==> config.mk <==
export PLATFORM = sky130hd
export DESIGN_NAME = ls_ahb_interface
export DESIGN_NICKNAME = d
export VERILOG_FILES = /design/src/ahb_pkg.sv /design/src/lsu_pkg.sv /design/src/ls_ahb_interface.sv
export SDC_FILE = /design/constraint.sdc
export NUM_CORES = 1
export LEC_CHECK = 0
export BUFFER_PORTS_ARGS = -buffer_cell sky130_fd_sc_hd__buf_4
export CAP_MARGIN = 15
export CORE_MARGIN = 5
export CORE_UTILIZATION = 42
export CTS_CLUSTER_SIZE = 28
export DETAILED_ROUTE_END_ITERATION = 7
export GPL_TIMING_DRIVEN = 0
export PLACE_DENSITY = 0.86
export SLEW_MARGIN = 10
export SYNTH_ARGS = -nofsm -noshare
export SYNTH_HDL_FRONTEND = slang
export SYNTH_SLANG_ARGS = --single-unit
export TNS_END_PERCENT = 5
==> constraint.sdc <==
create_clock -name clk -period 4.4 [get_ports clk]
set_clock_uncertainty 0.15 [all_clocks]
set_input_delay 0.88 -clock clk [delete_from_list [all_inputs] [get_ports clk]]
set_output_delay 0.88 -clock clk [all_outputs]
set_load 0.03 [all_outputs]
==> src/ahb_pkg.sv <==
`default_nettype none

package ahb_pkg;

    // bus widths
    localparam int haddr_width = 32;
    localparam int hdata_width = 32;

    // htrans, only idle and nonseq are issued by this master
    localparam logic [1:0] htrans_idle   = 2'b00;
    localparam logic [1:0] htrans_nonseq = 2'b10;

    // hsize for a full 32-bit word
    localparam logic [2:0] hsize_word = 3'b010;

    // hburst single transfer
    localparam logic [2:0] hburst_single = 3'b000;

    // hprot, bit 0 set marks a data access
    localparam logic [3:0] hprot_data = 4'b0001;

endpackage

`default_nettype wire

==> src/lsu_pkg.sv <==
`default_nettype none

package lsu_pkg;

    // load/store operations, bit 3 set for stores
    typedef enum logic [3:0] {
        op_lb  = 4'b0000,
        op_lh  = 4'b0001,
        op_lw  = 4'b0010,
        op_lbu = 4'b0100,
        op_lhu = 4'b0101,
        op_sb  = 4'b1000,
        op_sh  = 4'b1001,
        op_sw  = 4'b1010
    } mem_op_e;

    // one data word seen as byte lanes or halfword lanes
    // lane 0 sits at the low address (little endian)
    typedef union packed {
        logic [3:0][7:0]  bytes;
        logic [1:0][15:0] halves;
    } data_word_u;

    // pipeline stall vector, one bit per stage
    localparam int stall_width   = 6;
    localparam int stall_mem_bit = 4;

endpackage

`default_nettype wire

==> src/ls_ahb_interface.sv <==
`timescale 1ns/1ps
`default_nettype none

module ls_ahb_interface (
    input  logic                              clk,
    input  logic                              rst_n,

    // load/store client
    input  logic                              re_i,
    input  logic                              we_i,
    input  logic [ahb_pkg::haddr_width-1:0]   addr_i,
    input  logic [ahb_pkg::hdata_width-1:0]   wdata_i,
    output logic [ahb_pkg::hdata_width-1:0]   rdata_o,

    // pipeline control
    input  logic [lsu_pkg::stall_width-1:0]   stall_i,
    output logic                              stallreq_o,

    // ahb-lite master side
    output logic                              mst_hsel_o,
    output logic [1:0]                        mst_htrans_o,
    output logic [ahb_pkg::haddr_width-1:0]   mst_haddr_o,
    output logic [ahb_pkg::hdata_width-1:0]   mst_hwdata_o,
    output logic                              mst_hwrite_o,
    output logic [2:0]                        mst_hsize_o,
    output logic [2:0]                        mst_hburst_o,
    output logic [3:0]                        mst_hprot_o,
    output logic                              mst_hmastlock_o,
    output logic                              mst_priority_o,
    input  logic                              mst_hready_i,
    input  logic                              mst_hresp_i,
    input  logic [ahb_pkg::hdata_width-1:0]   mst_hrdata_i
);

    localparam logic [1:0] st_idle      = 2'b00;
    localparam logic [1:0] st_read      = 2'b01;
    localparam logic [1:0] st_write     = 2'b10;
    localparam logic [1:0] st_read_wait = 2'b11;

    logic [1:0]                      state;
    logic [1:0]                      next_state;
    logic                            mem_stall;
    logic [1:0]                      htrans_r;
    logic [ahb_pkg::hdata_width-1:0] hwdata_r;
    logic                            hmastlock_r;
    logic [ahb_pkg::hdata_width-1:0] rdata_r;

    assign mem_stall = stall_i[lsu_pkg::stall_mem_bit];

    always_ff @(posedge clk or negedge rst_n) begin
        if (!rst_n) begin
            state <= st_idle;
        end else begin
            state <= next_state;
        end
    end

    // read path idle -> read -> read_wait -> idle
    // write path idle -> write -> idle
    // read then write goes idle -> read -> write -> idle
    // idle and read ignore the stall vector
    always_comb begin
        next_state = st_idle;
        case (state)
            st_idle: begin
                if (re_i && mst_hready_i) begin
                    next_state = st_read;
                end else if (we_i && mst_hready_i) begin
                    next_state = st_write;
                end
            end
            st_read: begin
                if (!mst_hready_i) begin
                    next_state = st_read;
                end else if (we_i) begin
                    next_state = st_write;
                end else begin
                    next_state = st_read_wait;
                end
            end
            st_write: begin
                if (mst_hready_i && !mem_stall) begin
                    next_state = st_idle;
                end else begin
                    next_state = st_write;
                end
            end
            st_read_wait: begin
                if (!mem_stall) begin
                    next_state = st_idle;
                end else begin
                    next_state = st_read_wait;
                end
            end
        endcase
    end

    // htrans turns nonseq after reset and hwdata follows the write
    always_ff @(posedge clk or negedge rst_n) begin
        if (!rst_n) begin
            htrans_r    <= ahb_pkg::htrans_idle;
            hwdata_r    <= '0;
            hmastlock_r <= 1'b0;
        end else begin
            htrans_r    <= ahb_pkg::htrans_nonseq;
            hmastlock_r <= 1'b1;
            case (state)
                st_idle: begin
                    hwdata_r <= (we_i && !re_i) ? wdata_i : '0;
                end
                st_read: begin
                    hwdata_r <= (mst_hready_i && we_i) ? wdata_i : '0;
                end
                st_write: begin
                    // held through wait states and back-pressure
                    if (mst_hready_i && !mem_stall) begin
                        hwdata_r <= '0;
                    end
                end
                st_read_wait: begin
                    hwdata_r <= '0;
                end
            endcase
        end
    end

    // read data sampled at the end of the data phase
    always_ff @(posedge clk) begin
        if ((state == st_read) && mst_hready_i) begin
            rdata_r <= mst_hrdata_i;
        end
    end

    assign rdata_o = rdata_r;

    // every transfer is a single word data access
    assign mst_hsel_o      = 1'b1;
    assign mst_htrans_o    = htrans_r;
    assign mst_haddr_o     = addr_i;
    assign mst_hwdata_o    = hwdata_r;
    assign mst_hwrite_o    = (state != st_write) && (next_state == st_write);
    assign mst_hsize_o     = ahb_pkg::hsize_word;
    assign mst_hburst_o    = ahb_pkg::hburst_single;
    assign mst_hprot_o     = ahb_pkg::hprot_data;
    assign mst_hmastlock_o = hmastlock_r;
    assign mst_priority_o  = 1'b0;

    // busy while starting, during wait states, and while leaving read
    assign stallreq_o = ((state == st_idle) &&
                         ((next_state == st_read) || (next_state == st_write))) ||
                        !mst_hready_i ||
                        ((state == st_read) &&
                         ((next_state == st_write) || (next_state == st_read_wait)));

endmodule

`default_nettype wire

======== Word level (Yosys, flattened, before mapping) ========
Index checks and enable logic that the tools add are counted.
word-level totals
  logic and storage cells ................. 39
  bits in registers ....................... 67
  input port bits ......................... 108
operators by class
  equality and inequality tests ........... 8
  reductions and logical operators ........ 16
  muxes and demuxes ....................... 11
operators with widths
  kind                  number
  $pmux W32 S4          1
  $mux W32              3
  $mux W2               5
  $eq A2 B2 Y1 const B  4
  $logic_and A1 B1 Y1   8
  $pmux W2 S4           1
  $eq A2 B1 Y1 const B  2
  $logic_or A1 B1 Y1    4
  $ne A2 B2 Y1 const B  2
  $logic_not A1 Y1      3
  $logic_not A2 Y1      1
  $mux W1               1

======== Logic depth before layout (Yosys ltp) ========
  word-level depth ........................ 9
  depth in mapped cells ................... 8
  depth with buffers taken out ............ 7

======== Least setup slack after synthesis ========
OpenSTA, ideal clock, no wires.
  path kind ............................... in2out
  start point ............................. input port we_i
  end point ............................... output port stallreq_o
  stages .................................. 6
  arrival time ............................ 2.492 ns
  buffers on the path ..................... 0
  path slack .............................. 0.878 ns
  cells stage by stage .................... nor2b_1 o21ai_0 o21ai_0 ha_1 mux2_2 o21ai_0
between the ends
  cells in the longest elaborated chain, start to end .. 9
  elaborated cells on any way between the ends .. 15
  those cells by class .................... 3 x eq/ne; 5 x mux; 7 x reduce/logical
ends and longest elaborated chain
  element                                              RTL line                                          source
  start, declared                                      ls_ahb_interface.sv:10                            input logic we_i,
  $logic_and A1 B1 Y1 *                                ls_ahb_interface.sv:68                            end else if (we_i && mst_hready_i) begin
  $mux W2 *                                            ls_ahb_interface.sv:68
  $mux W2 *                                            ls_ahb_interface.sv:66                            if (re_i && mst_hready_i) begin
  $pmux W2 S4 *                                        ls_ahb_interface.sv:64                            case (state)
  via next_state[1]                                    ls_ahb_interface.sv:41                            logic [1:0] next_state;
  $eq A2 B1 Y1 / $eq A2 B2 Y1 (equally long branches)  ls_ahb_interface.sv:150, ls_ahb_interface.sv:153
  $logic_or A1 B1 Y1                                   ls_ahb_interface.sv:150                           ((next_state == st_read) || (next_state == st_write))) ||
  $logic_and A1 B1 Y1                                  ls_ahb_interface.sv:149                           assign stallreq_o = ((state == st_idle) &&
  $logic_or A1 B1 Y1                                   ls_ahb_interface.sv:150
  $logic_or A1 B1 Y1 *                                 ls_ahb_interface.sv:151                           !mst_hready_i ||
  end, declared                                        ls_ahb_interface.sv:17                            output logic stallreq_o,
The timed path passes the listed nets; every way through them passes the cells marked *.

======== Worst setup path in the final report ========
  start point ............................. input port re_i
  end point ............................... output port stallreq_o
between the ends
  cells in the longest elaborated chain, start to end .. 8
  elaborated cells on any way between the ends .. 12
  those cells by class .................... 3 x eq/ne; 2 x mux; 7 x reduce/logical
ends and longest elaborated chain
  element                                              RTL line                                          source
  start, declared                                      ls_ahb_interface.sv:9                             input logic re_i,
  $logic_and A1 B1 Y1 *                                ls_ahb_interface.sv:66
  $mux W2 *                                            ls_ahb_interface.sv:66
  $pmux W2 S4 *                                        ls_ahb_interface.sv:64
  via next_state[1]                                    ls_ahb_interface.sv:41
  $eq A2 B1 Y1 / $eq A2 B2 Y1 (equally long branches)  ls_ahb_interface.sv:150, ls_ahb_interface.sv:153
  $logic_or A1 B1 Y1                                   ls_ahb_interface.sv:150
  $logic_and A1 B1 Y1                                  ls_ahb_interface.sv:149
  $logic_or A1 B1 Y1                                   ls_ahb_interface.sv:150
  $logic_or A1 B1 Y1 *                                 ls_ahb_interface.sv:151
Marks and branches as above.

==> summary.md <==
| Metric | Value |
|---|---|
| Status | `finished clean` |
| Via density | `4.62` |
| Max Cap Viol | `0` |
| DRC violations left | `0` |
| R2r setup slk | `2.60 ns` |
| CTS HTree Levels | `3` |
| Avg Cell Area, Syn | `between 15 and 20 um2` |
| Power share of the sequential group | `roughly two fifths` |
| Post-route ant nets | `0` |
| Distinct cells, synth | `24` |
| TNS Setup | `0 ns` |
| Clock Latency Late Sink | `about 0.33 ns` |
| Type of element capturing the critical path | `primary output` |
| Vias post-DR | `roughly 2100` |
| GP Congestion | `0.798` |
| Post-Synth Simple-Gate Area | `2.50%` |
| DRT Pass-1 Iters | `4` |
| Synth Area in XOR/XNOR | `0%` |
| Vias in the first global route | `2325` |
| Worst path cell trace | `buf_4 -> nor2b_1 -> o21ai_0 -> o21ai_0 -> ha_1 -> mux2_2 -> o21ai_0 -> buf_4` |
| Die Ht | `around 90 um` |
| Compound-Gate Fraction of Synth Area | `between 10% and 20%` |
| Layout area overhead | `59.6%` |
| Longest Clk Path Bufs | `2` |
| Final WL | `slightly below 8000 um` |
| Worst IR Drop VDD | `0.330 mV` |
| I/O pin total | `about 220` |
| Crit-path most repeated cell | `o21ai_0` |
| Req. time, crit path | `3.37 ns` |
| Synth Flop Type | `dfrtp_1` |
| WP depth | `8` |
| Antenna diode count | `0` |
| Ys Warns | `0` |
| Tot GR Track Use | `around a fifth` |
| Pin count of the biggest net entering global routing | `36` |
| Fin area | `between 4000 and 5000 um2` |
| DP HPWL | `roughly 6400 um` |
| Layout cells sized above 1 | `between 60% and 70%` |
| Post-synth EDFFs | `32` |
| Clock slew at reported path FFs | `0.07 ns` |
| Syn Inst Count | `between 150 and 200` |
| CTS resizes | `0` |
| Comb power frac | `a little under two fifths` |
| Clock share of power | `between 20% and 30%` |
| Top area cells in the synthesized netlist | `edfxtp_1 36%, dfrtp_1 32%, buf_4 13%, a22o_1 9.7%, buf_6 1.7%` |
| Post-synthesis mux area share | `less than 1%` |
| Die X | `90.2 um` |
| FF+latch count, synth | `67` |
| PortBufs | `around 170` |
| Worst endpoint data arrival time | `between 2 and 2.5 ns` |
| Top delay family on crit path | `compound AO/OA/AOI/OAI gates` |
| Final nets | `~480` |
| DR WL/cell | `between 15 and 20 um` |
| Worst Hold Class | `input port to async pin` |
| Postcts setup bufs | `0` |
| Final Max Tran Viols | `0` |
| Worst Max-Slew Pin Slew | `between 0.8 and 0.9 ns` |
| Post-Syn Area | `roughly 2700 um2` |
| Final non-filler cell total | `roughly 450` |
| Post-layout min period | `3.42 ns` |
| Cts hold-fix bufs | `0` |
| Switching portion of total power | `between 30% and 40%` |
| CP max FO | `3` |
| Placed inst area | `around 4100 um2` |
| RSZ-0062 raised after global routing | `no` |
| Setup CP Type | `input port to primary output` |
| First-pass GRT wire length | `around 13000 um` |
| Fin crit share | `between 70 and 80%` |
| Cell Rows | `29` |
| Initial antenna violation count | `0` |
| Worst R2R End | `rdata_o[30]` |
| P_sw | `0.758 mW` |
| Die area | `just over 8000 um2` |
| Worst rel slew slack | `between 40% and 50%` |
| Root buf cell | `clkbuf_8` |
| Async SR Flop Fraction | `~52%` |
| Final Setup Violations | `0` |
| CTS tree | `done` |
| Commonest cells post-synth | `46 x buf_4, 35 x dfrtp_1, 32 x edfxtp_1` |
| Critical-path top delay cell | `o21ai_0` |
| First DRT Iteration DRCs | `just over 60` |
| Buf/Inv on CP | `2` |
| Fin Hold WS | `approximately 0.35 ns` |
| PD cells | `slightly below 500 nW/um2` |
| Initial Util | `42.8%` |
| GR Overflow Total | `0` |
| CTS buffer count | `9` |
| Startpoint Class | `input port` |
| Reg2reg start | `state[0]` |
| Register area share after synthesis | `68.0%` |
| Placed cell count | `~440` |
| Synth Area in Adders | `less than 1%` |
| Largest family of logic cells by synthesized area | `buffers and inverters` |
| Top-count cell post-synth | `buf_4` |
| Final Hold Viols | `0` |
| Dominant cell type by area after synthesis | `edfxtp_1` |
| CTS Sinks | `67` |
| Share of the synthesized area in the top cell type | `a little over a third` |
| Leak | `2.17 nW` |
| P_int | `~1.4 mW` |
| Peak Freq | `slightly below 300 MHz` |
| Crit-path max cell delay | `around 0.30 ns` |
| Worst-case reg-to-reg path depth | `3` |
| Placeable Area | `around 6300 um2` |
[per-stage QoR]
step / power [mW] / utilization, % / setup slack (ns)
floorplan: 1.33 / - / 0.878
global placement: 1.63 / 65.1 / 0.911
detailed placement: 1.65 / 65.3 / 1.01
CTS: 2.15 / 68.3 / 0.980
global route: 2.24 / 68.3 / 0.854
finish: 2.13 / 68.3 / 0.980
[power groups by stage]
stage	Combinational [mW]	Sequential (mW)	Clock [mW]
floorplan	0.298	1.03	0
CTS	0.808	0.836	0.505
global placement	0.786	0.842	0
global route	0.852	0.848	0.540
finish	0.800	0.836	0.494
detailed placement	0.806	0.848	0
[registers in the layout, indices dropped and copies added (netlist names)]
| signal | count |
|---|---|
| mst_hwdata_o | 32 |
| mst_htrans_o | 1 |
| rdata_o | 32 |
| state | 2 |
[final cells by class]
| class | count | area (um2) |
|---|---|---|
| sequential | 67 | 1840 |
| multi-input combinational | 70 | 509 |
| clock buffer | 11 | 141 |
| tap | 77 | 96.3 |
| fill | 477 | 2000 |
| clock inverter | 5 | 52.6 |
| buffer | 53 | 405 |
| inverter | 1 | 3.75 |
| timing repair buffer | 169 | 1270 |
[worst max path at each step]
stage | start | endpoint | slack, ns
6_report | re_i | stallreq_o | 0.98
5_1_grt | re_i | stallreq_o | 0.85
4_1_cts | re_i | stallreq_o | 0.98
3_5_place_dp | re_i | stallreq_o | 1.01
3_3_place_gp | mst_hready_i | rdata_o[31] | 0.91
2_1_floorplan | we_i | stallreq_o | 0.88
[kinds of logic (layout without fill, tap and decap cells)]
kind of cell / after synthesis / count (layout)
other cells: 2 / 14
flops: 67 / 67
buf+inv: 54 / 239
simple gates: 12 / 12
fa+ha+maj: 2 / 2
compound gates: 41 / 41
mux: 1 / 1
[metal layers]
metal  routed length, um  GRT usage (%)
met1                3140           23.3
met2                3900           31.8
met3                 834           7.18
met4                  77           8.19
met5                   0              0
[cells in the final DEF, fill, tap and decap left out, drive strengths merged]
cell / instances
bufinv: 1
mux2: 1
clkinv: 2
nand2: 2
conb: 14
dfrtp: 35
clkinvlp: 2
nor2b: 1
o21a: 1
inv: 1
buf: 222
a21oi: 3
and3b: 1
nand2b: 2
a22o: 32
edfxtp: 32
and2: 1
clkbuf: 11
nand3: 1
ha: 2
o21ai: 5
nor2: 3
or2: 1
(Power assumes the default switching activity.)
