**src/lsu_pkg.sv**
```systemverilog
`default_nettype none

package lsu_pkg;

    // load/store operations, bit 3 set for stores
    typedef enum logic [3:0] {
        op_lb  = 4'b0000,
        op_lh  = 4'b0001,
        op_lw  = 4'b0010,
        op_lbu = 4'b0100,
        op_lhu = 4'b0101,
        op_sb  = 4'b1000,
        op_sh  = 4'b1001,
        op_sw  = 4'b1010
    } mem_op_e;

    // one data word seen as byte lanes or halfword lanes
    // lane 0 sits at the low address (little endian)
    typedef union packed {
        logic [3:0][7:0]  bytes;
        logic [1:0][15:0] halves;
    } data_word_u;

    // pipeline stall vector, one bit per stage
    localparam int stall_width   = 6;
    localparam int stall_mem_bit = 4;

endpackage

`default_nettype wire

```
**src/mem_stage.sv**
```systemverilog
`timescale 1ns/1ps
`default_nettype none

module mem_stage (
    input  logic                              clk,
    input  logic                              rst_n,
    input  logic                              req_i,
    input  lsu_pkg::mem_op_e                  op_i,
    input  logic [31:0]                       addr_i,
    input  logic [31:0]                       wdata_i,
    input  logic                              hold_i,
    input  logic [31:0]                       rdata_i,
    input  logic                              stallreq_i,
    output logic                              done_o,
    output logic [31:0]                       load_data_o,
    output logic                              re_o,
    output logic                              we_o,
    output logic [31:0]                       maddr_o,
    output logic [31:0]                       mwdata_o,
    output logic [lsu_pkg::stall_width-1:0]   stall_o
);

    localparam logic [1:0] ph_idle  = 2'b00;
    localparam logic [1:0] ph_read  = 2'b01;
    localparam logic [1:0] ph_merge = 2'b10;
    localparam logic [1:0] ph_write = 2'b11;

    logic [1:0]          phase;
    logic                done_r;
    logic                is_store;
    logic                is_word_store;
    logic                xfer_done;
    logic                last_done;
    logic [31:0]         wbuf;
    lsu_pkg::data_word_u rd_word;
    lsu_pkg::data_word_u mg_word;

    // every stage stalls together, as the control unit does
    assign stall_o = {lsu_pkg::stall_width{stallreq_i | hold_i}};

    always_comb begin
        is_store      = (op_i == lsu_pkg::op_sb) || (op_i == lsu_pkg::op_sh) ||
                        (op_i == lsu_pkg::op_sw);
        is_word_store = (op_i == lsu_pkg::op_sw);
    end

    // master leaves READ_WAIT or WRITE exactly when the memory bit drops
    assign xfer_done = ((phase == ph_read) || (phase == ph_write)) &&
                       !stall_o[lsu_pkg::stall_mem_bit];
    assign last_done = xfer_done && ((phase == ph_write) || !is_store);

    always_ff @(posedge clk or negedge rst_n) begin
        if (!rst_n) begin
            phase  <= ph_idle;
            done_r <= 1'b0;
        end else begin
            // pending done waits out back-pressure
            done_r <= last_done || (done_r && hold_i);
            case (phase)
                ph_idle: begin
                    if (req_i && !done_r) begin
                        phase <= is_word_store ? ph_write : ph_read;
                    end
                end
                ph_read: begin
                    if (xfer_done) begin
                        phase <= is_store ? ph_merge : ph_idle;
                    end
                end
                ph_merge: begin
                    phase <= ph_write;
                end
                ph_write: begin
                    if (xfer_done) begin
                        phase <= ph_idle;
                    end
                end
            endcase
        end
    end

    // write word: full store data, or the merged read word
    always_ff @(posedge clk) begin
        if ((phase == ph_idle) && req_i && !done_r && is_word_store) begin
            wbuf <= wdata_i;
        end else if (phase == ph_merge) begin
            wbuf <= mg_word;
        end
    end

    // sub-word merge into the word just read
    always_comb begin
        mg_word = rdata_i;
        if (op_i == lsu_pkg::op_sb) begin
            mg_word.bytes[addr_i[1:0]] = wdata_i[7:0];
        end else if (op_i == lsu_pkg::op_sh) begin
            mg_word.halves[addr_i[1]] = wdata_i[15:0];
        end
    end

    // lane select and extension for loads
    always_comb begin
        rd_word = rdata_i;
        case (op_i)
            lsu_pkg::op_lb:  load_data_o = {{24{rd_word.bytes[addr_i[1:0]][7]}},
                                            rd_word.bytes[addr_i[1:0]]};
            lsu_pkg::op_lbu: load_data_o = {24'h0, rd_word.bytes[addr_i[1:0]]};
            lsu_pkg::op_lh:  load_data_o = {{16{rd_word.halves[addr_i[1]][15]}},
                                            rd_word.halves[addr_i[1]]};
            lsu_pkg::op_lhu: load_data_o = {16'h0, rd_word.halves[addr_i[1]]};
            default:         load_data_o = rd_word;
        endcase
    end

    assign done_o   = done_r && !hold_i;
    assign re_o     = (phase == ph_read);
    assign we_o     = (phase == ph_write);
    assign maddr_o  = {addr_i[31:2], 2'b00};
    assign mwdata_o = wbuf;

endmodule

`default_nettype wire

```
**config.mk**
```make
export PLATFORM = sky130hd
export DESIGN_NAME = mem_stage
export DESIGN_NICKNAME = d
export VERILOG_FILES = /design/src/lsu_pkg.sv /design/src/mem_stage.sv
export SDC_FILE = /design/constraint.sdc
export NUM_CORES = 1
export LEC_CHECK = 0
export BUFFER_PORTS_ARGS = -buffer_cell sky130_fd_sc_hd__buf_4
export CAP_MARGIN = 40
export CORE_UTILIZATION = 44
export CTS_CLUSTER_SIZE = 16
export DETAILED_ROUTE_END_ITERATION = 8
export HOLD_SLACK_MARGIN = 0.06
export PLACE_DENSITY = 0.82
export SKIP_LAST_GASP = 1
export SYNTH_ARGS = -nofsm -noshare
export SYNTH_HDL_FRONTEND = slang
export SYNTH_SLANG_ARGS = --single-unit
```
**constraint.sdc**
```tcl
create_clock -name clk -period 2.85 [get_ports clk]
set_input_delay 0.4275 -clock clk [delete_from_list [all_inputs] [get_ports clk]]
set_output_delay 0.4275 -clock clk [all_outputs]
set_load 0.005 [all_outputs]
```
== Yosys cells after proc, flatten, opt, wreduce, memory -nomap -nowiden ==
Index checks and enable logic that the tools add are counted.
Storage, ports and cells
  word-level logic and storage cells: 64
  register bits after elaboration: 35
  bits of input ports: 105
Cells by class
  mux-type cells: 21
  bitwise operators: 1
  reductions and logical operators: 23
  $lt $le $gt $ge: 4
  eq/ne operators: 12
Operators by type and width (number)
  two-way mux 32 bit: 4
  case mux 32 bit (4 select lines): 1
  bitwise mux 32 bit: 2
  two-way mux 16 bit: 3
  binary-select mux 8 bit (select 2 bit): 1
  demux 16 bit (select 1 bit): 1
  demux 8 bit (select 2 bit): 1
  two-way mux 8 bit: 2
  == test 4 bit (second input constant): 3
  logical AND 1 bit: 10
  two-way mux 2 bit: 5
  == test 4 x 3 -> 1 bit (second input constant): 2
  case mux 2 bit (4 select lines): 1
  logical OR 1 bit: 5
  == test 2 bit (second input constant): 2
  == test 4 x 1 -> 1 bit (second input constant): 1
  logical NOT 1 bit: 4
  logical NOT 4 bit: 1
  != test 2 x 1 -> 1 bit (second input constant): 2
  < comparator 2 x 3 -> 1 bit (second input constant): 1
  AND reduction 3 bit: 1
  == test 2 x 1 -> 1 bit (second input constant): 1
  greater-or-equal comparator 2 x 1 -> 1 bit (second input constant): 1
  logical NOT 2 bit: 1
  other kinds (5): 5

== Longest topological paths before layout ==
Gate-level depths: netlist of the first run.
  depth after elaboration: 9
  mapped depth: 7
  depth with buffers taken out: 4

== Worst setup path after synthesis of the first run ==
No wires, ideal clock.
  path type: input-to-reg
  start: input port op_i[0]
  end: register wbuf[0] (netlist: mwdata_o[0]), enable pin
  arrival: 2721 ps
  library setup time: 432 ps
  data required time: 2418 ps
  buffers on the path: 1
  setup slack: -302 ps
  stages: 4
  path through: buf_2 > nand4bb_1 > nand2b_1 > a21oi_1
Between the ends
  cells in the longest elaborated chain, start to end: 3
Ends and longest elaborated chain
  from (decl): line mem_stage.sv:8  | input lsu_pkg::mem_op_e op_i,
  == test 4 bit: line mem_stage.sv:44  | is_word_store = (op_i == lsu_pkg::op_sw);
  logical AND 1 bit: line mem_stage.sv:84  | if ((phase == ph_idle) && req_i && !done_r && is_word_store) begin
  nonzero test 2 bit (no source line)
  to (signal assigned): line mem_stage.sv:85  | wbuf <= wdata_i;
  to (signal assigned): line mem_stage.sv:87  | wbuf <= mg_word;
  to (decl): line mem_stage.sv:34  | logic [31:0] wbuf;
No other way between the ends.
A chain may end at the register's enable or synchronous reset.

== Worst setup path after layout of the first run ==
  start: input port addr_i[0]
  end: output port load_data_o[28]
Between the ends
  cells in the longest elaborated chain, start to end: 3
Ends and longest elaborated chain
  from (decl): line mem_stage.sv:9  | input logic [31:0] addr_i,
  binary-select mux 8 bit (select 2 bit): line mem_stage.sv:105  | lsu_pkg::op_lb: load_data_o = {{24{rd_word.bytes[addr_i[1:0]][7]}},
  two-way mux 8 bit (implied by the code): line mem_stage.sv:105
  case mux 32 bit (4 select lines): line mem_stage.sv:104  | case (op_i)
  to (decl): line mem_stage.sv:15  | output logic [31:0] load_data_o,
No other way between the ends. The select of a mux whose other input is x is not followed.

==> results of run 1 <==
area by class of cell:
| type | count | area [µm²] |
|---|---|---|
| well taps | 99 | 124 |
| fillers | 647 | 2980 |
| repair buffers | 155 | 1170 |
| flip-flops and latches | 35 | 1040 |
| clock buffers | 5 | 68.8 |
| clock inverters | 2 | 8.76 |
| inverters | 3 | 11.3 |
| multi-input cells | 256 | 1900 |
per-stage QoR:
stage                     setup slack, ps  area (µm²)  hold slack [ps]  total power (µW)  cells
after floorplan                       400        3340              132               947    361
after CTS                             333        4310              354              1560    555
after global placement                412        4220              219              1210    547
final                                 345        4310              356              1560    555
after detailed placement              335        4220              218              1220    547
after global routing                  226        4310              364              1640    555
kinds of logic after synthesis:
logic type	after synthesis	synth area share, %
flops	35	31.1
buf+inv	70	12.7
simple gates	98	16.5
mux	33	13.6
compound gates	123	26.1
other cells	1	0.113
layer usage:
metal  up-vias  GRT usage, %  share of wire (%)
li1       1519             -                  -
met1      1597          34.9                 38
met3        42          3.79                9.7
met4         0          12.7                3.4
met2       229          47.3                 49
met5         -             0                  0
Yosys cell counts (6+ instances only):
cell type,number,area share (%)
nor2_1,9,1.0
buf_4,39,8.8
nand3b_1,8,1.8
nor2b_1,9,1.7
mux2_2,9,3.0
and3_1,8,1.5
a22o_1,10,2.6
a211o_1,8,2.1
a21o_1,20,4.5
nand3_1,19,2.9
clkbuf_1,16,1.8
mux2i_1,8,2.4
nand2_1,28,3.2
mux2_1,8,2.7
a21oi_1,24,3.6
o211ai_1,7,1.6
mux4_2,8,5.4
a31oi_1,8,1.5
o21a_1,6,1.4
o22ai_1,8,1.5
o221a_2,8,2.7
buf_2,11,1.7
edfxtp_1,32,29
o21ai_0,19,2.9
flip-flops by register name, indices dropped and copies added (netlist names):
name      flops
mwdata_o     32
done_r        1
phase         2
power by group through the flow:
stage | sequential [µW] | combinational, µW | clock, µW
6_report | 645 | 569 | 351
5_1_grt | 650 | 614 | 375
4_1_cts | 646 | 565 | 354
3_5_place_dp | 657 | 562 | 0
3_3_place_gp | 655 | 551 | 0
2_1_floorplan | 658 | 289 | 0
cell usage in the layout (no fill, tap or decap), types with 6 or more instances in the layout:
| master | instances |
|---|---|
| a22o_1 | 10 |
| o21a_1 | 6 |
| a31oi_1 | 8 |
| mux2_2 | 9 |
| edfxtp_1 | 32 |
| nand3b_1 | 8 |
| a21o_1 | 20 |
| a211o_1 | 8 |
| a21oi_1 | 23 |
| o22ai_1 | 8 |
| mux4_2 | 8 |
| o221a_2 | 8 |
| and3_1 | 8 |
| nand2_1 | 28 |
| nor2_1 | 9 |
| buf_4 | 154 |
| nand3_1 | 19 |
| o21ai_0 | 19 |
| nor2b_1 | 9 |
| o211ai_1 | 7 |
| mux2_1 | 8 |
| mux2i_1 | 8 |
path summary, 6_finish.rpt:
| check | end | depth (start not counted) |
|---|---|---|
| hold reg to reg | done_r$_DFF_PN0_ | 1 |
| setup reg to reg | mwdata_o[11]$_DFFE_PP_ | 4 |
| max in group asynchronous | done_r$_DFF_PN0_ | 2 |
| setup / recovery | load_data_o[28] | 6 |
| hold / removal | done_r$_DFF_PN0_ | 2 |
| min in group asynchronous | phase[1]$_DFFE_PN0P_ | 2 |
worst max-delay path, cell delays in order:
cell and delay [ps]:
buf_4 240, mux4_2 270, nor2_1 70, nor4_4 790
a21o_1 150, buf_4 120
==> impl_metrics.toml, run 1 <==
[outcome]
status = "completed"

[synthesis]
syn_inst = 360
ys.flop_type = "edfxtp_1"
yosysSeqAreaShare_pct = 31.1
yosysWarnings = 0
yosysUniqueCellTypes = 46
synth-async-reset-ratio_pct = 8.57
synth_seq_cells = 35
syn_avg_cell_area_um2 = 9.26
synth_edf_count = 32
synth_area_mm2 = 0.00333

[cts]
cts.sinks = 35
ctsLongestPathBuffers = 2
ctsResizeCount = 0
cts_max_level = 2
cts_buffers = 5
holdBufCountCts = 1
cts-root-buf = "clkbuf_8"
clkTransAtPathRegs_ps = 70
cts_tree = "done"
clkLatencyLatePin_ps = 290
post-cts-setup-buffers = 0

[min_path]
hold_start = "hold_i"
hold_class = "input pin to register"

[critical_path]
critPathCaptureType = "output port"
startpoint = "addr_i[0]"
cp_max_fo = 20
arrival_ps = 2080
r2r_slack_ps = 640
r2r-start = "phase[0]$_DFFE_PN0P_"
required_ps = 2420
crit_path_start_kind = "input pin"
path_class = "input pin to output port"

[pwr]
irDropWorstVdd_mv = 0.159
intPower_uw = 1080
combPwrFrac_pct = 36.4
power_density_mw_per_mm2 = 363
power_switching_share_pct = 30.8
seq_power_share_pct = 41.2
p_switching_uw = 482
clkPwrFrac_pct = 22.4
leakage_uw = 0.00194

[place]
portBuffers = 147
hpwlAfterDp_um = 8310
gp_congestion = 0.889

[timing]
maxSlewViolCount = 0
clock.fmax_mhz = 399
rsz0062_at_grt = "false"
fin_skew_ps = 7.64
slew_headroom_pct = 36.8
worst_slew_pin_slew_ps = 941
tns_ps = 0
finalCritPeriodShare_pct = 87.9
finalSetupViolations = 0
final_hold_viol_count = 0
min_period_ps = 2500

[grt]
antenna_found_initial = 0
grt_pass1_vias = 3027
grt_overflow = 0
grt_start_max_net_pins = 51
grt_pass1_wl_um = 16300
track_usage_pct = 27.7

[floorplan]
io_pins = 210
rows = 31
die_h_um = 89.0
initial_utilization_pct = 45.7
die_x_um = 89.0
core-area_mm2 = 0.00729
dieArea_mm2 = 0.00793

[route]
routedWlPerCell_um = 20.1
drcViolationCount = 0
ant_nets = 0
drt_wl_total_um = 11100
via_count = 3387
drt_first_pass_iters = 5
avgViaCountPerCell = 6.10
drt_iter0_drc = 334

[cells_and_area]
layout-drive-gt1-share_pct = 43.0
utilization_pct = 59.1
antenna_cells = 0
final_nets = 561
synthToLayoutAreaGrowth_pct = 29.4

[job]
maxCapViolCount = 0
Note: power is estimated with default switching activity, not from simulation.
==> run 2, diff against run 1 <==
RECOVER_POWER = 25   (was default)
==> run 2 against run 1 <==
Via count increased by 0.32%. Worst setup slack got worse by 5.8 ps. Combinational power about the same. Non-clock buffer count unchanged. Highest routed layer unchanged. First-iteration DRC count increased by 0.60%. Die area unchanged.
==> impl_metrics.toml, run 2 (synthesized netlist as in run 1, its figures left out) <==
[outcome]
status = "completed"

[route]
drt_iter0_drc = 336
drcViolationCount = 0
drt_first_pass_iters = 4
via_count = 3398
routedWlPerCell_um = 20.1
drt_wl_total_um = 11100
ant_nets = 0
avgViaCountPerCell = 6.12

[cts]
cts-root-buf = "clkbuf_8"
ctsLongestPathBuffers = 2
cts_tree = "done"
ctsResizeCount = 0
cts_buffers = 5
clkLatencyLatePin_ps = 290
post-cts-setup-buffers = 0
clkTransAtPathRegs_ps = 70
cts_max_level = 2
cts.sinks = 35

[grt]
track_usage_pct = 27.7
grt_overflow = 0
grt_pass1_vias = 3027
antenna_found_initial = 0
grt_start_max_net_pins = 51
grt_pass1_wl_um = 16300

[pwr]
leakage_uw = 0.00193
power_uw = 1560
power_density_mw_per_mm2 = 363
irDropWorstVdd_mv = 0.159

[critical_path]
reg2regPathDepth = 4
cp.buffers_inverters = 2
path_class = "input pin to output port"
r2r_slack_ps = 650
r2r-start = "phase[0]$_DFFE_PN0P_"
crit_slowest_cell = "nor4_4"
crit_path_frequent_cell = "buf_4"
arrival_ps = 2080
r2r-end = "mwdata_o[11]$_DFFE_PP_"
cp_top_family = "simple AND/OR/NAND/NOR gates"
critPathMaxStageDelay_ps = 790
critPathCaptureType = "output port"
crit_chain = "buf_4 -> mux4_2 -> nor2_1 -> nor4_4 -> a21o_1 -> buf_4"
crit_path_start_kind = "input pin"
required_ps = 2420
cp_max_fo = 20

[timing]
final_hold_viol_count = 0
finalCritPeriodShare_pct = 88.1
fin_skew_ps = 7.30
worst_slew_pin_slew_ps = 948
rsz0062_at_grt = "false"
min_period_ps = 2510
clock.fmax_mhz = 398
finalSetupViolations = 0
maxSlewViolCount = 0
tns_ps = 0
slew_headroom_pct = 36.3
worst_slack_ps = 339

[floorplan]
dieArea_mm2 = 0.00793
rows = 31
die_x_um = 89.0
initial_utilization_pct = 45.7
die_h_um = 89.0
io_pins = 210
core-area_mm2 = 0.00729

[cells_and_area]
final_nets = 561
layout-drive-gt1-share_pct = 42.3
antenna_cells = 0
finish.instance_area_mm2 = 0.00430
num-fill-cells = 647
regArea_mm2 = 0.00104
layout_common_cells = "buf_4 (145), edfxtp_1 (32), nand2_1 (28), a21oi_1 (23), a21o_1 (20)"
utilization_pct = 59.0
synthToLayoutAreaGrowth_pct = 29.1
final_common_cell = "buf_4"
largest_register_ffs = 32
multiInputGateArea_mm2 = 0.00190

[place]
post-place-ws_ps = 335
place_area_mm2 = 0.00422
gp_congestion = 0.889
portBuffers = 147
hpwlAfterDp_um = 8310

[min_path]
holdPathEnd = "done_r$_DFF_PN0_"
hold_class = "input pin to register"
hold_start = "hold_i"
min_path_cells = 2

[job]
maxCapViolCount = 0
-- run 2: layout make-up --
cell class	count	area share [%]
sequential	35	24.1
timing repair buffer	155	26.9
clock inverter	2	0.203
multi-input combinational	256	44.1
clock buffer	5	1.60
inverter	3	0.262
tap	99	2.88
-- run 2: worst max-delay path by stage --
stage,startpoint,end,cells past startpoint
finish,addr_i[0],load_data_o[28],6
global route,addr_i[0],load_data_o[25],6
CTS,addr_i[0],load_data_o[25],6
detailed placement,addr_i[0],load_data_o[25],6
global placement,addr_i[0],load_data_o[21],6
floorplan,op_i[0],mwdata_o[0]$_DFFE_PP_,4
-- run 2: stage by stage --
step                cells  hold WS [ps]
floorplan             361           132
finish                555           356
CTS                   555           354
global route          555           365
global placement      547           219
detailed placement    547           218
-- run 2: report_power, final --
group          internal [µW]  switching, µW
sequential               624           21.2
combinational            294            272
clock                    163            189
-- run 2: repair_timing --
action / 4_1_cts / 5_1_grt
endpoints found under the hold margin: 3 / 0
hold buffers: 1 / 0
endpoints found under the setup margin: 0 / 0
-- run 2: per-layer routing --
metal | global-route usage, % | vias to the layer above | routed length [µm] | share of wire [%]
met5 | 0 | - | 0 | 0
met2 | 47.3 | 220 | 5500 | 49
met1 | 34.9 | 1610 | 4270 | 38
li1 | - | 1522 | - | -
met4 | 12.7 | 0 | 414 | 3.7
met3 | 3.79 | 46 | 946 | 8.5
